**config.mk**
```make
export PLATFORM = sky130hd
export DESIGN_NAME = aud_record_top
export DESIGN_NICKNAME = d
export VERILOG_FILES = /design/src/design/aud_pkg.sv /design/src/design/aud_ctrl_regs.sv /design/src/design/aud_recorder.sv /design/src/design/aud_sram_writer.sv /design/src/design/aud_record_top.sv
export VERILOG_INCLUDE_DIRS = /design/src /design/src/include
export SDC_FILE = /design/constraint.sdc
export NUM_CORES = 1
export LEC_CHECK = 0
export BUFFER_PORTS_ARGS = -buffer_cell sky130_fd_sc_hd__buf_2
export CAP_MARGIN = 20
export CORE_ASPECT_RATIO = 1.2
export CORE_MARGIN = 3
export CORE_UTILIZATION = 50
export DETAILED_ROUTE_END_ITERATION = 8
export PLACE_DENSITY = 0.71
export RECOVER_POWER = 100
export SLEW_MARGIN = 20
export SYNTH_ARGS = -nofsm -noshare
export SYNTH_HDL_FRONTEND = slang
export SYNTH_SLANG_ARGS = --single-unit
```
**constraint.sdc**
```tcl
create_clock -name i_clk -period 3.9 [get_ports i_clk]
set_input_delay 0.78 -clock i_clk [delete_from_list [all_inputs] [get_ports i_clk]]
set_output_delay 0.78 -clock i_clk [all_outputs]
set_load 0.01 [all_outputs]
```
**src/include/aud_defines.svh**
```systemverilog
`ifndef AUD_DEFINES_SVH
`define AUD_DEFINES_SVH

// Bits per audio sample, MSB first on the wire
`define AUD_SAMPLE_W 16

// Word address into the sample memory
`define AUD_ADDR_W 20

`define AUD_DEFAULT_LIMIT 20'd1024000 // Limit register value out of reset

`endif

```
**src/design/aud_pkg.sv**
```systemverilog
`include "aud_defines.svh"

package aud_pkg;

    typedef enum logic [2:0] {
        IDLE   = 3'd0,
        WAIT   = 3'd1,
        REC    = 3'd2,
        PAUSE  = 3'd3,
        FINISH = 3'd4
    } aud_state_e;

    // Command register layout
    typedef struct packed {
        logic [`AUD_ADDR_W-4:0] rsvd;
        logic                   stop;
        logic                   pause;  // Level, held until rewritten
        logic                   start;
    } host_cmd_t;

    // Host write word, view picked by the register select
    typedef union packed {
        host_cmd_t              cmd;
        logic [`AUD_ADDR_W-1:0] limit;
    } host_wdata_u;

    typedef struct packed {
        aud_state_e             state;
        logic                   done;
        logic                   overrun;
        logic [`AUD_ADDR_W-1:0] words;
    } rec_status_t;

    typedef struct packed {
        logic [`AUD_ADDR_W-1:0]   addr;
        logic [`AUD_SAMPLE_W-1:0] data;
    } rec_sample_t;

endpackage

```
**src/design/aud_ctrl_regs.sv**
```systemverilog
`include "aud_defines.svh"

module aud_ctrl_regs (
    input  logic                    i_clk,
    input  logic                    i_rst_n,
    input  logic                    i_host_req,
    input  logic                    i_host_we,
    input  logic                    i_host_sel,
    input  aud_pkg::host_wdata_u    i_host_wdata,
    input  aud_pkg::aud_state_e     i_state,
    input  logic                    i_done,
    input  logic                    i_overrun,
    input  logic [`AUD_ADDR_W-1:0]  i_words,
    output logic                    o_host_ack,
    output logic [31:0]             o_host_rdata,
    output logic                    o_start,
    output logic                    o_pause,
    output logic                    o_stop,
    output logic [`AUD_ADDR_W-1:0]  o_limit
);
    import aud_pkg::*;

    localparam logic [1:0] H_IDLE = 2'd0;
    localparam logic [1:0] H_EXEC = 2'd1;
    localparam logic [1:0] H_ACK  = 2'd2;

    logic [1:0]              hstate_r;
    logic                    req_q;
    logic                    ack_r;
    logic [31:0]             rdata_r;
    logic                    start_r;
    logic                    stop_r;
    logic                    pause_r;
    logic [`AUD_ADDR_W-1:0]  limit_r;
    logic                    wr_cmd;
    logic                    wr_lim;
    rec_status_t             status;

    assign wr_cmd = (hstate_r == H_EXEC) && i_host_we && !i_host_sel;
    assign wr_lim = (hstate_r == H_EXEC) && i_host_we && i_host_sel;

    always_comb begin
        status.state   = i_state;
        status.done    = i_done;
        status.overrun = i_overrun;
        status.words   = i_words;
    end

    always_ff @(posedge i_clk or posedge i_rst_n) begin
        if (i_rst_n) begin
            hstate_r <= H_IDLE;
            req_q    <= 1'b0;
            ack_r    <= 1'b0;
            start_r  <= 1'b0;
            stop_r   <= 1'b0;
            pause_r  <= 1'b0;
            limit_r  <= `AUD_DEFAULT_LIMIT;
        end else begin
            req_q   <= i_host_req;
            start_r <= wr_cmd && i_host_wdata.cmd.start; // One cycle pulses
            stop_r  <= wr_cmd && i_host_wdata.cmd.stop;
            if (wr_cmd) begin
                pause_r <= i_host_wdata.cmd.pause;
            end
            if (wr_lim) begin
                limit_r <= i_host_wdata.limit;
            end
            case (hstate_r)
                H_IDLE: begin
                    if (req_q) begin
                        hstate_r <= H_EXEC;
                    end
                end
                H_EXEC: begin
                    hstate_r <= H_ACK;
                    ack_r    <= 1'b1;
                end
                H_ACK: begin
                    if (!req_q) begin  // Host has let go
                        hstate_r <= H_IDLE;
                        ack_r    <= 1'b0;
                    end
                end
                default: hstate_r <= H_IDLE;
            endcase
        end
    end

    // Read snapshot, held for the whole ack phase
    always_ff @(posedge i_clk) begin
        if (hstate_r == H_EXEC) begin
            rdata_r <= i_host_sel ? 32'(limit_r) : 32'(status);
        end
    end

    assign o_host_ack   = ack_r;
    assign o_host_rdata = rdata_r;
    assign o_start      = start_r;
    assign o_pause      = pause_r;
    assign o_stop       = stop_r;
    assign o_limit      = limit_r;

    a_ack_needs_req: assert property (@(posedge i_clk) disable iff (i_rst_n)
        $rose(o_host_ack) |-> $past(i_host_req));

endmodule

```
**src/design/aud_recorder.sv**
```systemverilog
`include "aud_defines.svh"

module aud_recorder (
    input  logic                    i_clk,
    input  logic                    i_rst_n,
    input  logic                    i_lrc,
    input  logic                    i_data,
    input  logic                    i_start,
    input  logic                    i_pause,
    input  logic                    i_stop,
    input  logic [`AUD_ADDR_W-1:0]  i_limit,
    output aud_pkg::aud_state_e     o_state,
    output logic                    o_done,
    output logic [`AUD_ADDR_W-1:0]  o_words,
    output logic                    o_smp_valid,
    output aud_pkg::rec_sample_t    o_smp
);
    import aud_pkg::*;

    localparam int CNT_W = $clog2(`AUD_SAMPLE_W);

    aud_state_e                state_r;
    aud_state_e                state_w;
    logic [CNT_W-1:0]          bit_cnt_r;
    logic [`AUD_SAMPLE_W-1:0]  shift_r;
    logic [`AUD_ADDR_W-1:0]    addr_r;
    logic                      done_r;
    logic                      smp_valid_r;
    rec_sample_t               smp_r;
    logic                      shift_en;
    logic                      word_end;
    logic [`AUD_ADDR_W-1:0]    addr_inc;

    // Left channel only, and nothing once pause or stop shows up
    assign shift_en = (state_r == REC) && !i_lrc && !i_pause && !i_stop;
    assign word_end = shift_en && (bit_cnt_r == CNT_W'(`AUD_SAMPLE_W - 1));
    assign addr_inc = addr_r + 1'b1;

    always_comb begin
        state_w = state_r;
        case (state_r)
            IDLE: begin
                if (i_start) begin
                    state_w = WAIT;
                end
            end
            WAIT: state_w = i_stop ? FINISH : REC;
            REC: begin
                if (i_stop || (word_end && addr_inc == i_limit)) begin
                    state_w = FINISH;
                end else if (i_pause) begin
                    state_w = PAUSE;
                end
            end
            PAUSE: begin
                if (i_stop) begin
                    state_w = FINISH;
                end else if (!i_pause) begin
                    state_w = REC;
                end
            end
            FINISH:  state_w = IDLE;
            default: state_w = IDLE;
        endcase
    end

    always_ff @(posedge i_clk or posedge i_rst_n) begin
        if (i_rst_n) begin
            state_r     <= IDLE;
            bit_cnt_r   <= '0;
            addr_r      <= '0;
            done_r      <= 1'b0;
            smp_valid_r <= 1'b0;
        end else begin
            state_r     <= state_w;
            smp_valid_r <= word_end;
            if (state_r == IDLE && i_start) begin
                addr_r    <= '0;
                done_r    <= 1'b0;
                bit_cnt_r <= '0;
            end else if (state_w == FINISH) begin
                bit_cnt_r <= '0; // Partial word dropped
            end else if (word_end) begin
                bit_cnt_r <= '0;
            end else if (shift_en) begin
                bit_cnt_r <= bit_cnt_r + 1'b1;
            end
            if (word_end) begin
                addr_r <= addr_inc;
            end
            if (state_r == FINISH) begin
                done_r <= 1'b1;
            end
        end
    end

    always_ff @(posedge i_clk) begin
        if (shift_en) begin
            shift_r <= {shift_r[`AUD_SAMPLE_W-2:0], i_data};
        end
        if (word_end) begin
            smp_r.addr <= addr_r;  // Address before the increment
            smp_r.data <= {shift_r[`AUD_SAMPLE_W-2:0], i_data};
        end
    end

    assign o_state     = state_r;
    assign o_done      = done_r;
    assign o_words     = addr_r;
    assign o_smp_valid = smp_valid_r;
    assign o_smp       = smp_r;

    // Sample leaves right after the count wraps, address already moved on
    a_smp_after_wrap: assert property (@(posedge i_clk) disable iff (i_rst_n)
        o_smp_valid |-> ($past(bit_cnt_r) == CNT_W'(`AUD_SAMPLE_W - 1))
                        && (bit_cnt_r == '0) && (o_words == o_smp.addr + 1'b1));

endmodule

```
**src/design/aud_sram_writer.sv**
```systemverilog
module aud_sram_writer (
    input  logic                  i_clk,
    input  logic                  i_rst_n,
    input  logic                  i_smp_valid,
    input  aud_pkg::rec_sample_t  i_smp,
    input  logic                  i_start,
    input  logic                  i_mem_ack,
    output logic                  o_mem_req,
    output aud_pkg::rec_sample_t  o_mem_wr,
    output logic                  o_overrun
);
    import aud_pkg::*;

    rec_sample_t  buf_r;
    logic         full_r;
    logic         req_r;
    logic         overrun_r;
    logic         freeing;
    logic         accept;

    // Ack low again after req dropped ends the transfer
    assign freeing = full_r && !req_r && !i_mem_ack;
    assign accept  = i_smp_valid && (!full_r || freeing);

    always_ff @(posedge i_clk or posedge i_rst_n) begin
        if (i_rst_n) begin
            full_r    <= 1'b0;
            req_r     <= 1'b0;
            overrun_r <= 1'b0;
        end else begin
            if (accept) begin
                full_r <= 1'b1;
                req_r  <= 1'b1;
            end else if (freeing) begin
                full_r <= 1'b0;
            end else if (req_r && i_mem_ack) begin
                req_r <= 1'b0;
            end
            if (i_start) begin
                overrun_r <= 1'b0;
            end else if (i_smp_valid && !accept) begin
                overrun_r <= 1'b1; // Sticky, sample lost
            end
        end
    end

    always_ff @(posedge i_clk) begin
        if (accept) begin
            buf_r <= i_smp;
        end
    end

    assign o_mem_req = req_r;
    assign o_mem_wr  = buf_r;
    assign o_overrun = overrun_r;

    a_wr_stable: assert property (@(posedge i_clk) disable iff (i_rst_n)
        (o_mem_req && !i_mem_ack) |=> $stable(o_mem_wr));

endmodule

```
**src/design/aud_record_top.sv**
```systemverilog
`include "aud_defines.svh"

module aud_record_top (
    input  logic                  i_clk,
    input  logic                  i_rst_n,
    input  logic                  i_host_req,
    input  logic                  i_host_we,
    input  logic                  i_host_sel,
    input  aud_pkg::host_wdata_u  i_host_wdata,
    output logic                  o_host_ack,
    output logic [31:0]           o_host_rdata,
    input  logic                  i_lrc,
    input  logic                  i_data,
    output logic                  o_mem_req,
    output aud_pkg::rec_sample_t  o_mem_wr,
    input  logic                  i_mem_ack
);
    import aud_pkg::*;

    aud_state_e              state;
    logic                    done;
    logic                    overrun;
    logic                    start;
    logic                    pause;
    logic                    stop;
    logic [`AUD_ADDR_W-1:0]  limit;
    logic [`AUD_ADDR_W-1:0]  words;
    logic                    smp_valid;
    rec_sample_t             smp;

    aud_ctrl_regs u_regs (
        .i_clk        (i_clk),
        .i_rst_n      (i_rst_n),
        .i_host_req   (i_host_req),
        .i_host_we    (i_host_we),
        .i_host_sel   (i_host_sel),
        .i_host_wdata (i_host_wdata),
        .i_state      (state),
        .i_done       (done),
        .i_overrun    (overrun),
        .i_words      (words),
        .o_host_ack   (o_host_ack),
        .o_host_rdata (o_host_rdata),
        .o_start      (start),
        .o_pause      (pause),
        .o_stop       (stop),
        .o_limit      (limit)
    );

    aud_recorder u_rec (
        .i_clk       (i_clk),
        .i_rst_n     (i_rst_n),
        .i_lrc       (i_lrc),
        .i_data      (i_data),
        .i_start     (start),
        .i_pause     (pause),
        .i_stop      (stop),
        .i_limit     (limit),
        .o_state     (state),
        .o_done      (done),
        .o_words     (words),
        .o_smp_valid (smp_valid),
        .o_smp       (smp)
    );

    aud_sram_writer u_wr (
        .i_clk       (i_clk),
        .i_rst_n     (i_rst_n),
        .i_smp_valid (smp_valid),
        .i_smp       (smp),
        .i_start     (start),
        .i_mem_ack   (i_mem_ack),
        .o_mem_req   (o_mem_req),
        .o_mem_wr    (o_mem_wr),
        .o_overrun   (overrun)
    );

endmodule

```
== Word level (Yosys, flattened, before mapping) ==
Index checks and enable logic that the tools add are counted.

* Bits in registers: 178
* Bits of input ports: 28
* Logic and storage cells: 102

* $add $sub $neg: 2
* Equal/unequal tests: 12
* Mux-type cells: 28
* Reductions and logical operators: 38

{| class="wikitable"
|+ Operators by type and width
! cell !! number
|-
| $mux 20 || 3
|-
| $add 20x1->20 const B || 1
|-
| $eq 20x20->1 || 1
|-
| $mux 3 || 6
|-
| $logic_and 1x1->1 || 16
|-
| $mux 4 || 4
|-
| $pmux 3 s4 || 1
|-
| $reduce_bool 2->1 || 6
|-
| $mux 1 || 10
|-
| $logic_not 1->1 || 8
|-
| $eq 3x2->1 const B || 2
|-
| $eq 3x3->1 const B || 2
|-
| $pmux 2 s3 || 1
|-
| $reduce_and 2->1 || 3
|-
| $add 4x1->4 const B || 1
|-
| $eq 4x4->1 const B || 1
|-
| $mux 2 || 2
|-
| $ne 2x2->1 const B || 2
|-
| $reduce_bool 4->1 || 1
|-
| $eq 3x1->1 const B || 1
|-
| $logic_not 3->1 || 1
|-
| $eq 2x1->1 const B || 1
|-
| $eq 2x2->1 const B || 1
|-
| $logic_not 2->1 || 1
|-
| 3 further kinds || 4
|}

== Logic depth before layout (Yosys ltp) ==
Gate-level depths: netlist of the first run.

* Depth after elaboration: 12
* Gate-level depth with buffers: 8
* Depth with buffers taken out: 7

== Hierarchy ==
From an unflattened synthesis of the first run, not the netlist that was laid out.

* Cells, all modules: 471
* Area, all modules: 7060.5 sq um

{| class="wikitable"
|+ By module, submodules not included
! module !! times used !! cells each !! area each (sq um) !! seq. area each (sq um)
|-
| aud_recorder || 1 || 300 || 3658.5 || 2257.2
|-
| aud_ctrl_regs || 1 || 122 || 2192.1 || 1433.9
|-
| aud_sram_writer || 1 || 49 || 1209.9 || 1156.1
|}

== Worst setup path before layout of the first run ==
Ideal clock, no wire load.

* Kind: input-to-reg
* Start point: input i_lrc
* End point: register u_rec.addr_r[17], in the netlist u_rec.o_words[17]
* Arrival: 3643 ps
* Data required time: 3768 ps
* Slack: 124 ps
* Cell stages on the path: 7
* Path buffers: 1
* Cells stage by stage: nor4_4 -> nand2_1 -> nor2_1 -> nor2_1 -> clkbuf_1 -> o21ai_0 -> o31ai_1

* Cells in the longest elaborated chain, start to end: 6

{| class="wikitable"
|+ RTL lines
! item !! RTL line !! text
|-
| start: declaration || aud_record_top.sv:12 || <nowiki>input logic i_lrc,</nowiki>
|-
| $logic_not 1->1 (*) || aud_recorder.sv:35 || <nowiki>assign shift_en = (state_r == REC) && !i_lrc && !i_pause && !i_stop;</nowiki>
|-
| $logic_and 1x1->1 (*) (3 in series) || aud_recorder.sv:35 ||
|-
| $logic_and 1x1->1 (*) || aud_recorder.sv:36 || <nowiki>assign word_end = shift_en && (bit_cnt_r == CNT_W'(`AUD_SAMPLE_W - 1));</nowiki>
|-
| via u_rec.word_end || aud_recorder.sv:31 || <nowiki>logic word_end;</nowiki>
|-
| $mux 20 / $reduce_bool 2->1 (equally long branches) || -- ||
|-
| end signal: assignment || aud_recorder.sv:89 || <nowiki>addr_r <= addr_inc;</nowiki>
|-
| end: declaration || aud_recorder.sv:26 || <nowiki>logic [`AUD_ADDR_W-1:0] addr_r;</nowiki>
|}

The timed path passes the listed nets; every way through them passes the cells marked *.
A chain may end at the register's enable or synchronous reset.

== Worst setup path in the final report of the first run ==
* Start point: input i_lrc
* End point: register u_rec.smp_r (netlist bit u_rec.o_smp[14]), enable pin

* Cells in the longest elaborated chain, start to end: 5

{| class="wikitable"
|+ RTL lines
! item !! RTL line !! text
|-
| $logic_not 1->1 || aud_recorder.sv:35 ||
|-
| $logic_and 1x1->1 (3 in series) || aud_recorder.sv:35 ||
|-
| $logic_and 1x1->1 || aud_recorder.sv:36 ||
|-
| via u_rec.word_end || aud_recorder.sv:31 ||
|-
| end: declaration || aud_recorder.sv:29 || <nowiki>rec_sample_t smp_r;</nowiki>
|}

The timed path passes the listed nets, and every way through them passes these cells.

==> results.md, run 1 <==
- HPWL Detailed: 9.258 mm
- Final Hold Viols: 0
- Antenna cells: 0
- Die area: 0.01544 mm^2
- Via Count: 4,096
- Max-Cap Viols: 5
- Pin count of the biggest net entering global routing: 38
- Most frequent cells after synthesis: edfxtp_1 (112), dfrtp_1 (53), mux2_2 (41)
- Critical Path, Cell by Cell: buf_2 > nor4_4 > nand2_1 > nor2_4 > clkbuf_1
- Final #Nets: 597
- Total Power: 5.084 mW
- Worst slew pin tran: 1.994 ns
- Final ANT Viol Nets: 0
- Setup_tns: 0 ns
- Cells after synthesis: 477
- Yosys top cell area share: 48.11%
- Cts repair resizes: 0
- First-pass GRT wire length: 21.93 mm
- PortBufs: 90
- Switching share of total power: 29.35%
- Synth area leaders: edfxtp_1 (48%), dfrtp_1 (19%), mux2_2 (6.6%)
- Area growth syn-to-layout: 14.96%
- Dominant cell type by area after synthesis: edfxtp_1
- Gr ovfl total: 0
- DRC violations left: 0
- Reg-to-reg critical path endpoint: u_rec.o_smp[14]$_DFFE_PP_
- CP endpoint kind: register
- Final period util: 76.64%
- CTS tree: built
- Slew margin rel.: -32.96%
- Ys async rst share: 34.50%
- Initial antenna violation count: 0
- Core footprint: 0.01347 mm^2
- Via/cell ratio: 5.476
- Final core occ: 59.67%
- Clk_skew: 0.009765 ns
- Cell-internal power: 3.592 mW
- Count leader, synth: edfxtp_1
- HP Start: u_rec.o_smp[13]$_DFFE_PP_
- Flop-to-flop setup slack: 0.92 ns
- Setup Viol. Count Final: 0
- Unrepaired setup endpoints after global routing: no
- CP Data Required Time: 3.90 ns
- Status: complete, but fails checks
- Synth cell types: 63
- TritonCTS Buffers: 17
- Setup WS post-layout: 0.9109 ns
- Setup WS pre-CTS: 1.040 ns
- Buffers & Inverters on Critical Path: 2
- Cell area power density: 632.6 mW/mm^2
- Minimum clock period: 2.989 ns
- Leak: 2.961 nW
- Synth warn: 0
- FP Rows: 46
- Global-route usage over all layers: 18.63%
- Slowest cell on crit path: clkbuf_1
- FF-to-FF Start: u_regs.o_pause$_DFFE_PP0P_
- Root Buffer: clkbuf_16
- CP Depth: 5
- Cell Area, Synth: 0.006990 mm^2
- Initial Utilization: 51.90%
- I/O Pins: 98
- Vias in the first global route: 4,071
- Pre-antenna DRT Iters: 4
- Slew Viols, Final: 160
- Worst setup SP type: primary input
- Worst hold slack: 0.4171 ns
- H-tree Lvls: 4
- GP Congestion: 0.8695
- Die X: 113.9 um
- Clock Path Buffers: 2
- CTS Hold Bufs: 0
- WL per Instance: 18.47 um
- Setup CP Type: in2reg
- R2R cell count: 4
- Drt initial violations: 256
- Synth Area per Inst: 14.66 um^2
- Slowest stage delay, CP: 1.43 ns
- Worst Setup SP: i_lrc
- Combinational Power Share: 16.9%
- Clock Latency Late Sink: 0.42 ns
- Flop pwr share: 50.4%
- Final wirelength: 13.81 mm
- Postcts setup bufs: 0
- Register area share after synthesis: 69.34%
- CP delay by family, top: buffers and inverters
- Clock transition at path regs: 0.07 ns
- Clk pwr share: 32.7%
- Hold Crit Class: reg2reg
- Achievable clock frequency: 334.6 MHz
- Worst IR Drop VDD: 0.3413 mV
- Layout cell share with drive strength beyond 1: 20.34%
- Most frequently used flop master after synthesis: edfxtp_1
- Arrival time worst endpoint: 2.99 ns
- TritonCTS Sinks: 171
- Failing checks: max-capacitance violations, max-slew violations
- NetSw: 1.492 mW
- FF+latch count, synth: 171
- CP max FO: 37
- Die Height: 135.5 um
- EDFF count, synth: 112
- Setup crit end: u_rec.o_smp[14]$_DFFE_PP_
- Layout filler cell count: 1,092
power groups by stage:
stage | Clock, mW | Sequential (mW) | Combinational (mW)
after floorplan | 0 | 2.57 | 0.610
after global placement | 0 | 2.57 | 0.866
after detailed placement | 0 | 2.59 | 0.892
after CTS | 1.70 | 2.56 | 0.898
after global routing | 1.78 | 2.60 | 0.954
final | 1.66 | 2.56 | 0.857
flip-flops by register name, summed over array words and instances, names as in the netlist:
signal               cells
u_rec.o_smp             36
u_regs.o_pause           1
u_regs.o_limit          20
u_regs.req_q             1
u_regs.o_start           1
u_rec.o_words           20
u_rec.o_smp_valid        1
u_regs.hstate_r          2
u_wr.o_overrun           1
u_rec.bit_cnt_r          4
u_rec.o_done             1
u_regs.o_host_rdata     25
u_regs.o_stop            1
u_rec.shift_r           15
u_regs.o_host_ack        1
u_wr.full_r              1
u_wr.o_mem_req           1
u_wr.o_mem_wr           36
u_rec.o_state            3
placed cells by master (no fill, tap or decap), types with 13 or more instances in the layout:
cell / netlist / final
a21oi_1: 13 / 13
clkbuf_1: 9 / 70
xnor2_1: 18 / 18
buf_2: 5 / 25
edfxtp_1: 112 / 112
dfrtp_1: 53 / 53
clkbuf_16: 0 / 17
nor2_1: 26 / 25
xor2_1: 14 / 14
nand2_1: 26 / 26
o21ai_0: 30 / 30
mux2_2: 41 / 39
worst min path at each step:
| stage | to | slack [ns] | depth (start not counted) |
|---|---|---|---|
| finish | u_wr.o_mem_wr[13]$_DFFE_PP_ | 0.42 | 0 |
| global route | u_wr.o_mem_wr[13]$_DFFE_PP_ | 0.42 | 0 |
| CTS | u_wr.o_mem_wr[33]$_DFFE_PP_ | 0.42 | 0 |
| detailed placement | u_wr.o_mem_wr[0]$_DFFE_PP_ | 0.40 | 0 |
| global placement | u_wr.o_mem_wr[2]$_DFFE_PP_ | 0.40 | 0 |
| floorplan | u_rec.o_smp[15]$_DFFE_PP_ | 0.40 | 0 |
worst reg2reg max path, cell delays in order (launching register included):
cell      delay (ns)
dfrtp_1         0.43
nor4_4          0.34
nand2_1         0.20
nor2_4          0.15
clkbuf_1        1.43
area by class of cell:
class | instances | area, um^2 | share of cell area, %
repair buffers | 96 | 395.4 | 4.920
well taps | 168 | 210.2 | 2.616
flip-flops and latches | 171 | 4847 | 60.31
clock inverters | 15 | 180.2 | 2.242
inverters | 4 | 15.01 | 0.1868
clock buffers | 17 | 425.4 | 5.293
multi-input cells | 277 | 1963 | 24.43
layer usage:
layer	track usage, %	vias to the layer above	share of wire [%]
met4	6.139	0	1.5
met2	30.11	110	50
li1	-	1941	-
met5	0	-	0
met1	25.13	2031	44
met3	4.290	14	4.3
cells by family after synthesis:
family / synth area share, %
AOI/OAI and AO/OA: 6.175
xor gates and xnor gates: 4.009
adders and majority gates: 0.3579
buffers and inverters: 2.935
DFF: 69.34
muxes: 6.748
other: 0.05364
and+or+nand+nor: 10.38
metrics by stage:
stage,cells,instance area (um^2)
CTS,748,8147
global placement,716,7538
floorplan,483,7013
detailed placement,716,7541
finish,748,8036
global route,748,8036
(Power assumes the default switching activity.)
==> run 2: changes to the inputs <==
--- a/config.mk
+++ b/config.mk
@@ -6,13 +6,14 @@
 export SDC_FILE = /design/constraint.sdc
 export NUM_CORES = 1
 export LEC_CHECK = 0
+export ABC_AREA = 1
 export BUFFER_PORTS_ARGS = -buffer_cell sky130_fd_sc_hd__buf_2
 export CAP_MARGIN = 20
 export CORE_ASPECT_RATIO = 1.2
 export CORE_MARGIN = 3
 export CORE_UTILIZATION = 50
 export DETAILED_ROUTE_END_ITERATION = 8
-export PLACE_DENSITY = 0.71
+export PLACE_DENSITY = 0.74
 export RECOVER_POWER = 100
 export SLEW_MARGIN = 20
 export SYNTH_ARGS = -nofsm -noshare
==> constraint.sdc (replaced) <==
create_clock -name i_clk -period 2.5 [get_ports i_clk]
set_input_delay 0.5 -clock i_clk [delete_from_list [all_inputs] [get_ports i_clk]]
set_output_delay 0.5 -clock i_clk [all_outputs]
set_load 0.01 [all_outputs]
==> results.md, run 2 <==
- Status: complete, but fails checks (unchanged)
- Failing checks: max-capacitance violations, max-slew violations (unchanged)
- Setup WS pre-CTS: 0.1735 ns (was 1.040 ns)
- Final ANT Viol Nets: 0 (unchanged)
- I/O Pins: 98 (unchanged)
- Synth cell types: 33 (was 63)
- Clk_skew: 0.008009 ns (was 0.009765 ns)
- Vias in the first global route: 4,386 (was 4,071)
- Achievable clock frequency: 441.8 MHz
- Critical Path, Cell by Cell: inv_1 > nand2_1 > nor2_1 > nand3_1 > nor2_4 > buf_4 > nor2_1 > clkinv_1 > o22ai_1 (was buf_2 > nor4_4 > nand2_1 > nor2_4 > clkbuf_1)
- WL per Instance: 16.62 um (was 18.47 um)
- Slew margin rel.: -7.110% (was -32.96%)
- FF+latch count, synth: 171 (unchanged)
- Count leader, synth: nand2_1 (was edfxtp_1)
- Worst slew pin tran: 1.607 ns (was 1.994 ns)
- Most frequent cells after synthesis: nand2_1 (120), edfxtp_1 (112), dfrtp_1 (53) (was edfxtp_1 (112), dfrtp_1 (53), mux2_2 (41))
- Setup WS post-layout: 0.2367 ns (was 0.9109 ns)
- TritonCTS Sinks: 171 (unchanged)
- Slowest stage delay, CP: 0.55 ns (was 1.43 ns)
- Dominant cell type by area after synthesis: edfxtp_1 (unchanged)
- Most frequently used flop master after synthesis: edfxtp_1 (unchanged)
- Setup Viol. Count Final: 0 (unchanged)
- Register area share after synthesis: 70.71% (was 69.34%)
- CP endpoint kind: register (unchanged)
- Cell Area, Synth: 0.006855 mm^2 (was 0.006990 mm^2)
- Clk pwr share: 29.1% (was 32.7%)
- Area growth syn-to-layout: 16.85% (was 14.96%)
- Cell-internal power: 5.927 mW (was 3.592 mW)
- Synth Area per Inst: 12.05 um^2 (was 14.66 um^2)
- Clock Latency Late Sink: 0.43 ns (was 0.42 ns)
- DRC violations left: 0 (unchanged)
- Worst setup SP type: register (was primary input)
- Slew Viols, Final: 29 (was 160)
- CTS tree: built (unchanged)
- H-tree Lvls: 4 (unchanged)
- Flop-to-flop setup slack: 0.24 ns (was 0.92 ns)
- Drt initial violations: 334 (was 256)
- Slowest cell on crit path: clkinv_1 (was clkbuf_1)
- Root Buffer: clkbuf_16 (unchanged)
- CP Data Required Time: 2.83 ns (was 3.90 ns)
- Gr ovfl total: 0 (unchanged)
- FP Rows: 46 (unchanged)
- DP Area: 0.007553 mm^2 (was 0.007541 mm^2)
- Setup_tns: 0 ns (unchanged)
- Layout cell share with drive strength beyond 1: 14.76% (was 20.34%)
- Most frequent CP cell: nor2_1
- Synth warn: 0 (unchanged)
- Clock transition at path regs: 0.07 ns (about the same)
- Via Count: 4,452 (was 4,096)
- Setup CP Type: reg2reg (was in2reg)
- Max-Cap Viols: 1 (was 5)
- First-pass GRT wire length: 23.04 mm (was 21.93 mm)
- Buffers & Inverters on Critical Path: 3 (was 2)
- Antenna cells: 0 (unchanged)
- GP Congestion: 0.8981 (was 0.8695)
- Final wirelength: 14.28 mm (was 13.81 mm)
- Switching share of total power: 33.00% (was 29.35%)
- NetSw: 2.919 mW (was 1.492 mW)
- Pin count of the biggest net entering global routing: 37 (was 38)
- Commonest non-fill, non-tap cell in the layout: nand2_1 (was edfxtp_1)
- Arrival time worst endpoint: 2.59 ns (was 2.99 ns)
- Die Height: 134.3 um (was 135.5 um)
- Global-route usage over all layers: 20.00% (was 18.63%)
- Flop pwr share: 48.4% (was 50.4%)
- Ys async rst share: 34.50% (unchanged)
- FF-to-FF Start: u_rec.o_state[2]$_DFF_PP0_ (was u_regs.o_pause$_DFFE_PP0P_)
- Final #Nets: 708 (was 597)
- Most frequent cells in the layout: nand2_1 (120), edfxtp_1 (112), clkbuf_1 (69) (was edfxtp_1 (112), clkbuf_1 (70), dfrtp_1 (53))
- Worst IR Drop VDD: 0.5176 mV (was 0.3413 mV)
- Synth area leaders: edfxtp_1 (49%), dfrtp_1 (19%), nand2_1 (6.6%) (was edfxtp_1 (48%), dfrtp_1 (19%), mux2_2 (6.6%))
- Initial Utilization: 51.56% (was 51.90%)
- CP max FO: 19 (was 37)
- PortBufs: 90 (unchanged)
- Combinational Power Share: 22.5% (was 16.9%)
- CP delay by family, top: buffers and inverters (unchanged)
- Pre-antenna DRT Iters: 5 (was 4)
- Final Hold Viols: 0 (unchanged)
- Final period util: 90.53%
- HPWL Detailed: 10.03 mm (was 9.258 mm)
- Cells after synthesis: 569 (was 477)
- Die area: 0.01516 mm^2 (was 0.01544 mm^2)
- Core footprint: 0.01330 mm^2 (was 0.01347 mm^2)
- Unrepaired setup endpoints after global routing: no (unchanged)
- R2R cell count: 9 (was 4)
- Leak: 3.282 nW (was 2.961 nW)
- Yosys top cell area share: 49.06% (was 48.11%)
- Initial antenna violation count: 0 (unchanged)
- Minimum clock period: 2.263 ns
- Post-route cell area: 0.008010 mm^2 (was 0.008036 mm^2)
- TritonCTS Buffers: 17 (unchanged)
- Clock Path Buffers: 2 (unchanged)
- Cell area power density: 1104 mW/mm^2 (was 632.6 mW/mm^2)
- Via/cell ratio: 5.183 (was 5.476)
- Reg-to-reg critical path endpoint: u_rec.o_words[16]$_DFFE_PP0P_ (was u_rec.o_smp[14]$_DFFE_PP_)
- Final core occ: 60.25% (was 59.67%)
- EDFF count, synth: 112 (unchanged)
- Hold Crit Class: in2async (was reg2reg)
- Die X: 112.9 um (was 113.9 um)
## run 2: cell count changes in the layout (fill, tap and decap cells not counted), sizes merged, moves of 5 or more
cell | previous run | this run
nand2 | 26 | 126
inv | 10 | 60
mux2 | 41 | 10
nor2 | 27 | 57
nand3 | 11 | 37
xnor2 | 18 | 1
o22ai | 0 | 16
nor2b | 10 | 0
xor2 | 14 | 6
nor4 | 7 | 0
and2 | 6 | 0
o31ai | 6 | 0
and3 | 5 | 0
## run 2: worst max path at each step
| stage | start | endpoint | slack (ns) | cells past startpoint |
|---|---|---|---|---|
| 3_5_place_dp | u_rec.o_words[0]$_DFFE_PP0P_ | u_rec.bit_cnt_r[3]$_DFFE_PP0P_ | 0.17 | 16 |
| 3_3_place_gp | u_rec.o_words[0]$_DFFE_PP0P_ | u_rec.bit_cnt_r[0]$_DFFE_PP0P_ | 0.25 | 16 |
| 6_report | u_rec.o_state[2]$_DFF_PP0_ | u_rec.o_words[16]$_DFFE_PP0P_ | 0.24 | 9 |
| 4_1_cts | u_rec.o_words[0]$_DFFE_PP0P_ | u_rec.bit_cnt_r[1]$_DFFE_PP0P_ | 0.17 | 16 |
| 2_1_floorplan | i_lrc | u_rec.bit_cnt_r[0]$_DFFE_PP0P_ | 0.1 | 14 |
| 5_1_grt | u_rec.o_state[2]$_DFF_PP0_ | u_rec.bit_cnt_r[1]$_DFFE_PP0P_ | 0.02 | 16 |
## run 2: per-layer routing
layer  vias to the layer above  track usage (%)  wire, um
li1                       2160                -         -
met1                      2129            25.37      5906
met2                       140            33.27      7164
met3                        23            4.377       918
met4                         0            8.550       288
met5                         -                0         0
## run 2: timing repair
action | 4_1_cts | 5_1_grt
setup endpoints to repair | 0 | 4
gates resized for setup | 0 | 3
buffers inserted | 0 | 0
hold buffers | 0 | 0
## run 2: kinds of logic after synthesis
group                    after synthesis  share of synthesized area, %
buffers and inverters                 70                         4.216
XOR/XNOR                              10                         1.880
flip-flops                           171                         70.71
adder cells (fa/ha/maj)                2                        0.3650
multiplexers                          10                         1.643
other                                  1                       0.05470
AO/OA/AOI/OAI                         64                         5.038
AND/OR/NAND/NOR                      241                         16.10
## run 2: per-stage QoR
step | power (mW) | hold slack (ns) | std cells
4_1_cts | 8.978 | 0.03640 | 859
3_5_place_dp | 6.389 | 0.4045 | 827
3_3_place_gp | 6.317 | 0.4015 | 827
2_1_floorplan | 5.668 | 0.4003 | 575
5_1_grt | 9.388 | 0.1542 | 859
6_report | 8.846 | 0.1371 | 859
## run 2: power by group through the flow
stage / clock, mW / sequential [mW] / combinational (mW)
finish: 2.58 / 4.28 / 1.99
global route: 2.75 / 4.36 / 2.28
CTS: 2.63 / 4.28 / 2.08
detailed placement: 0 / 4.33 / 2.06
global placement: 0 / 4.30 / 2.02
floorplan: 0 / 4.22 / 1.45
## run 2: cell type report
| cell class | count | area, um^2 |
|---|---|---|
| Inverter | 53 | 198.9 |
| Multi-Input combinational cell | 334 | 1739 |
| Timing Repair Buffer | 101 | 429.2 |
| Clock buffer | 19 | 432.9 |
| Fill cell | 1086 | 5285 |
| Clock inverter | 13 | 151.4 |
| Tap cell | 168 | 210.2 |
| Sequential cell | 171 | 4848 |
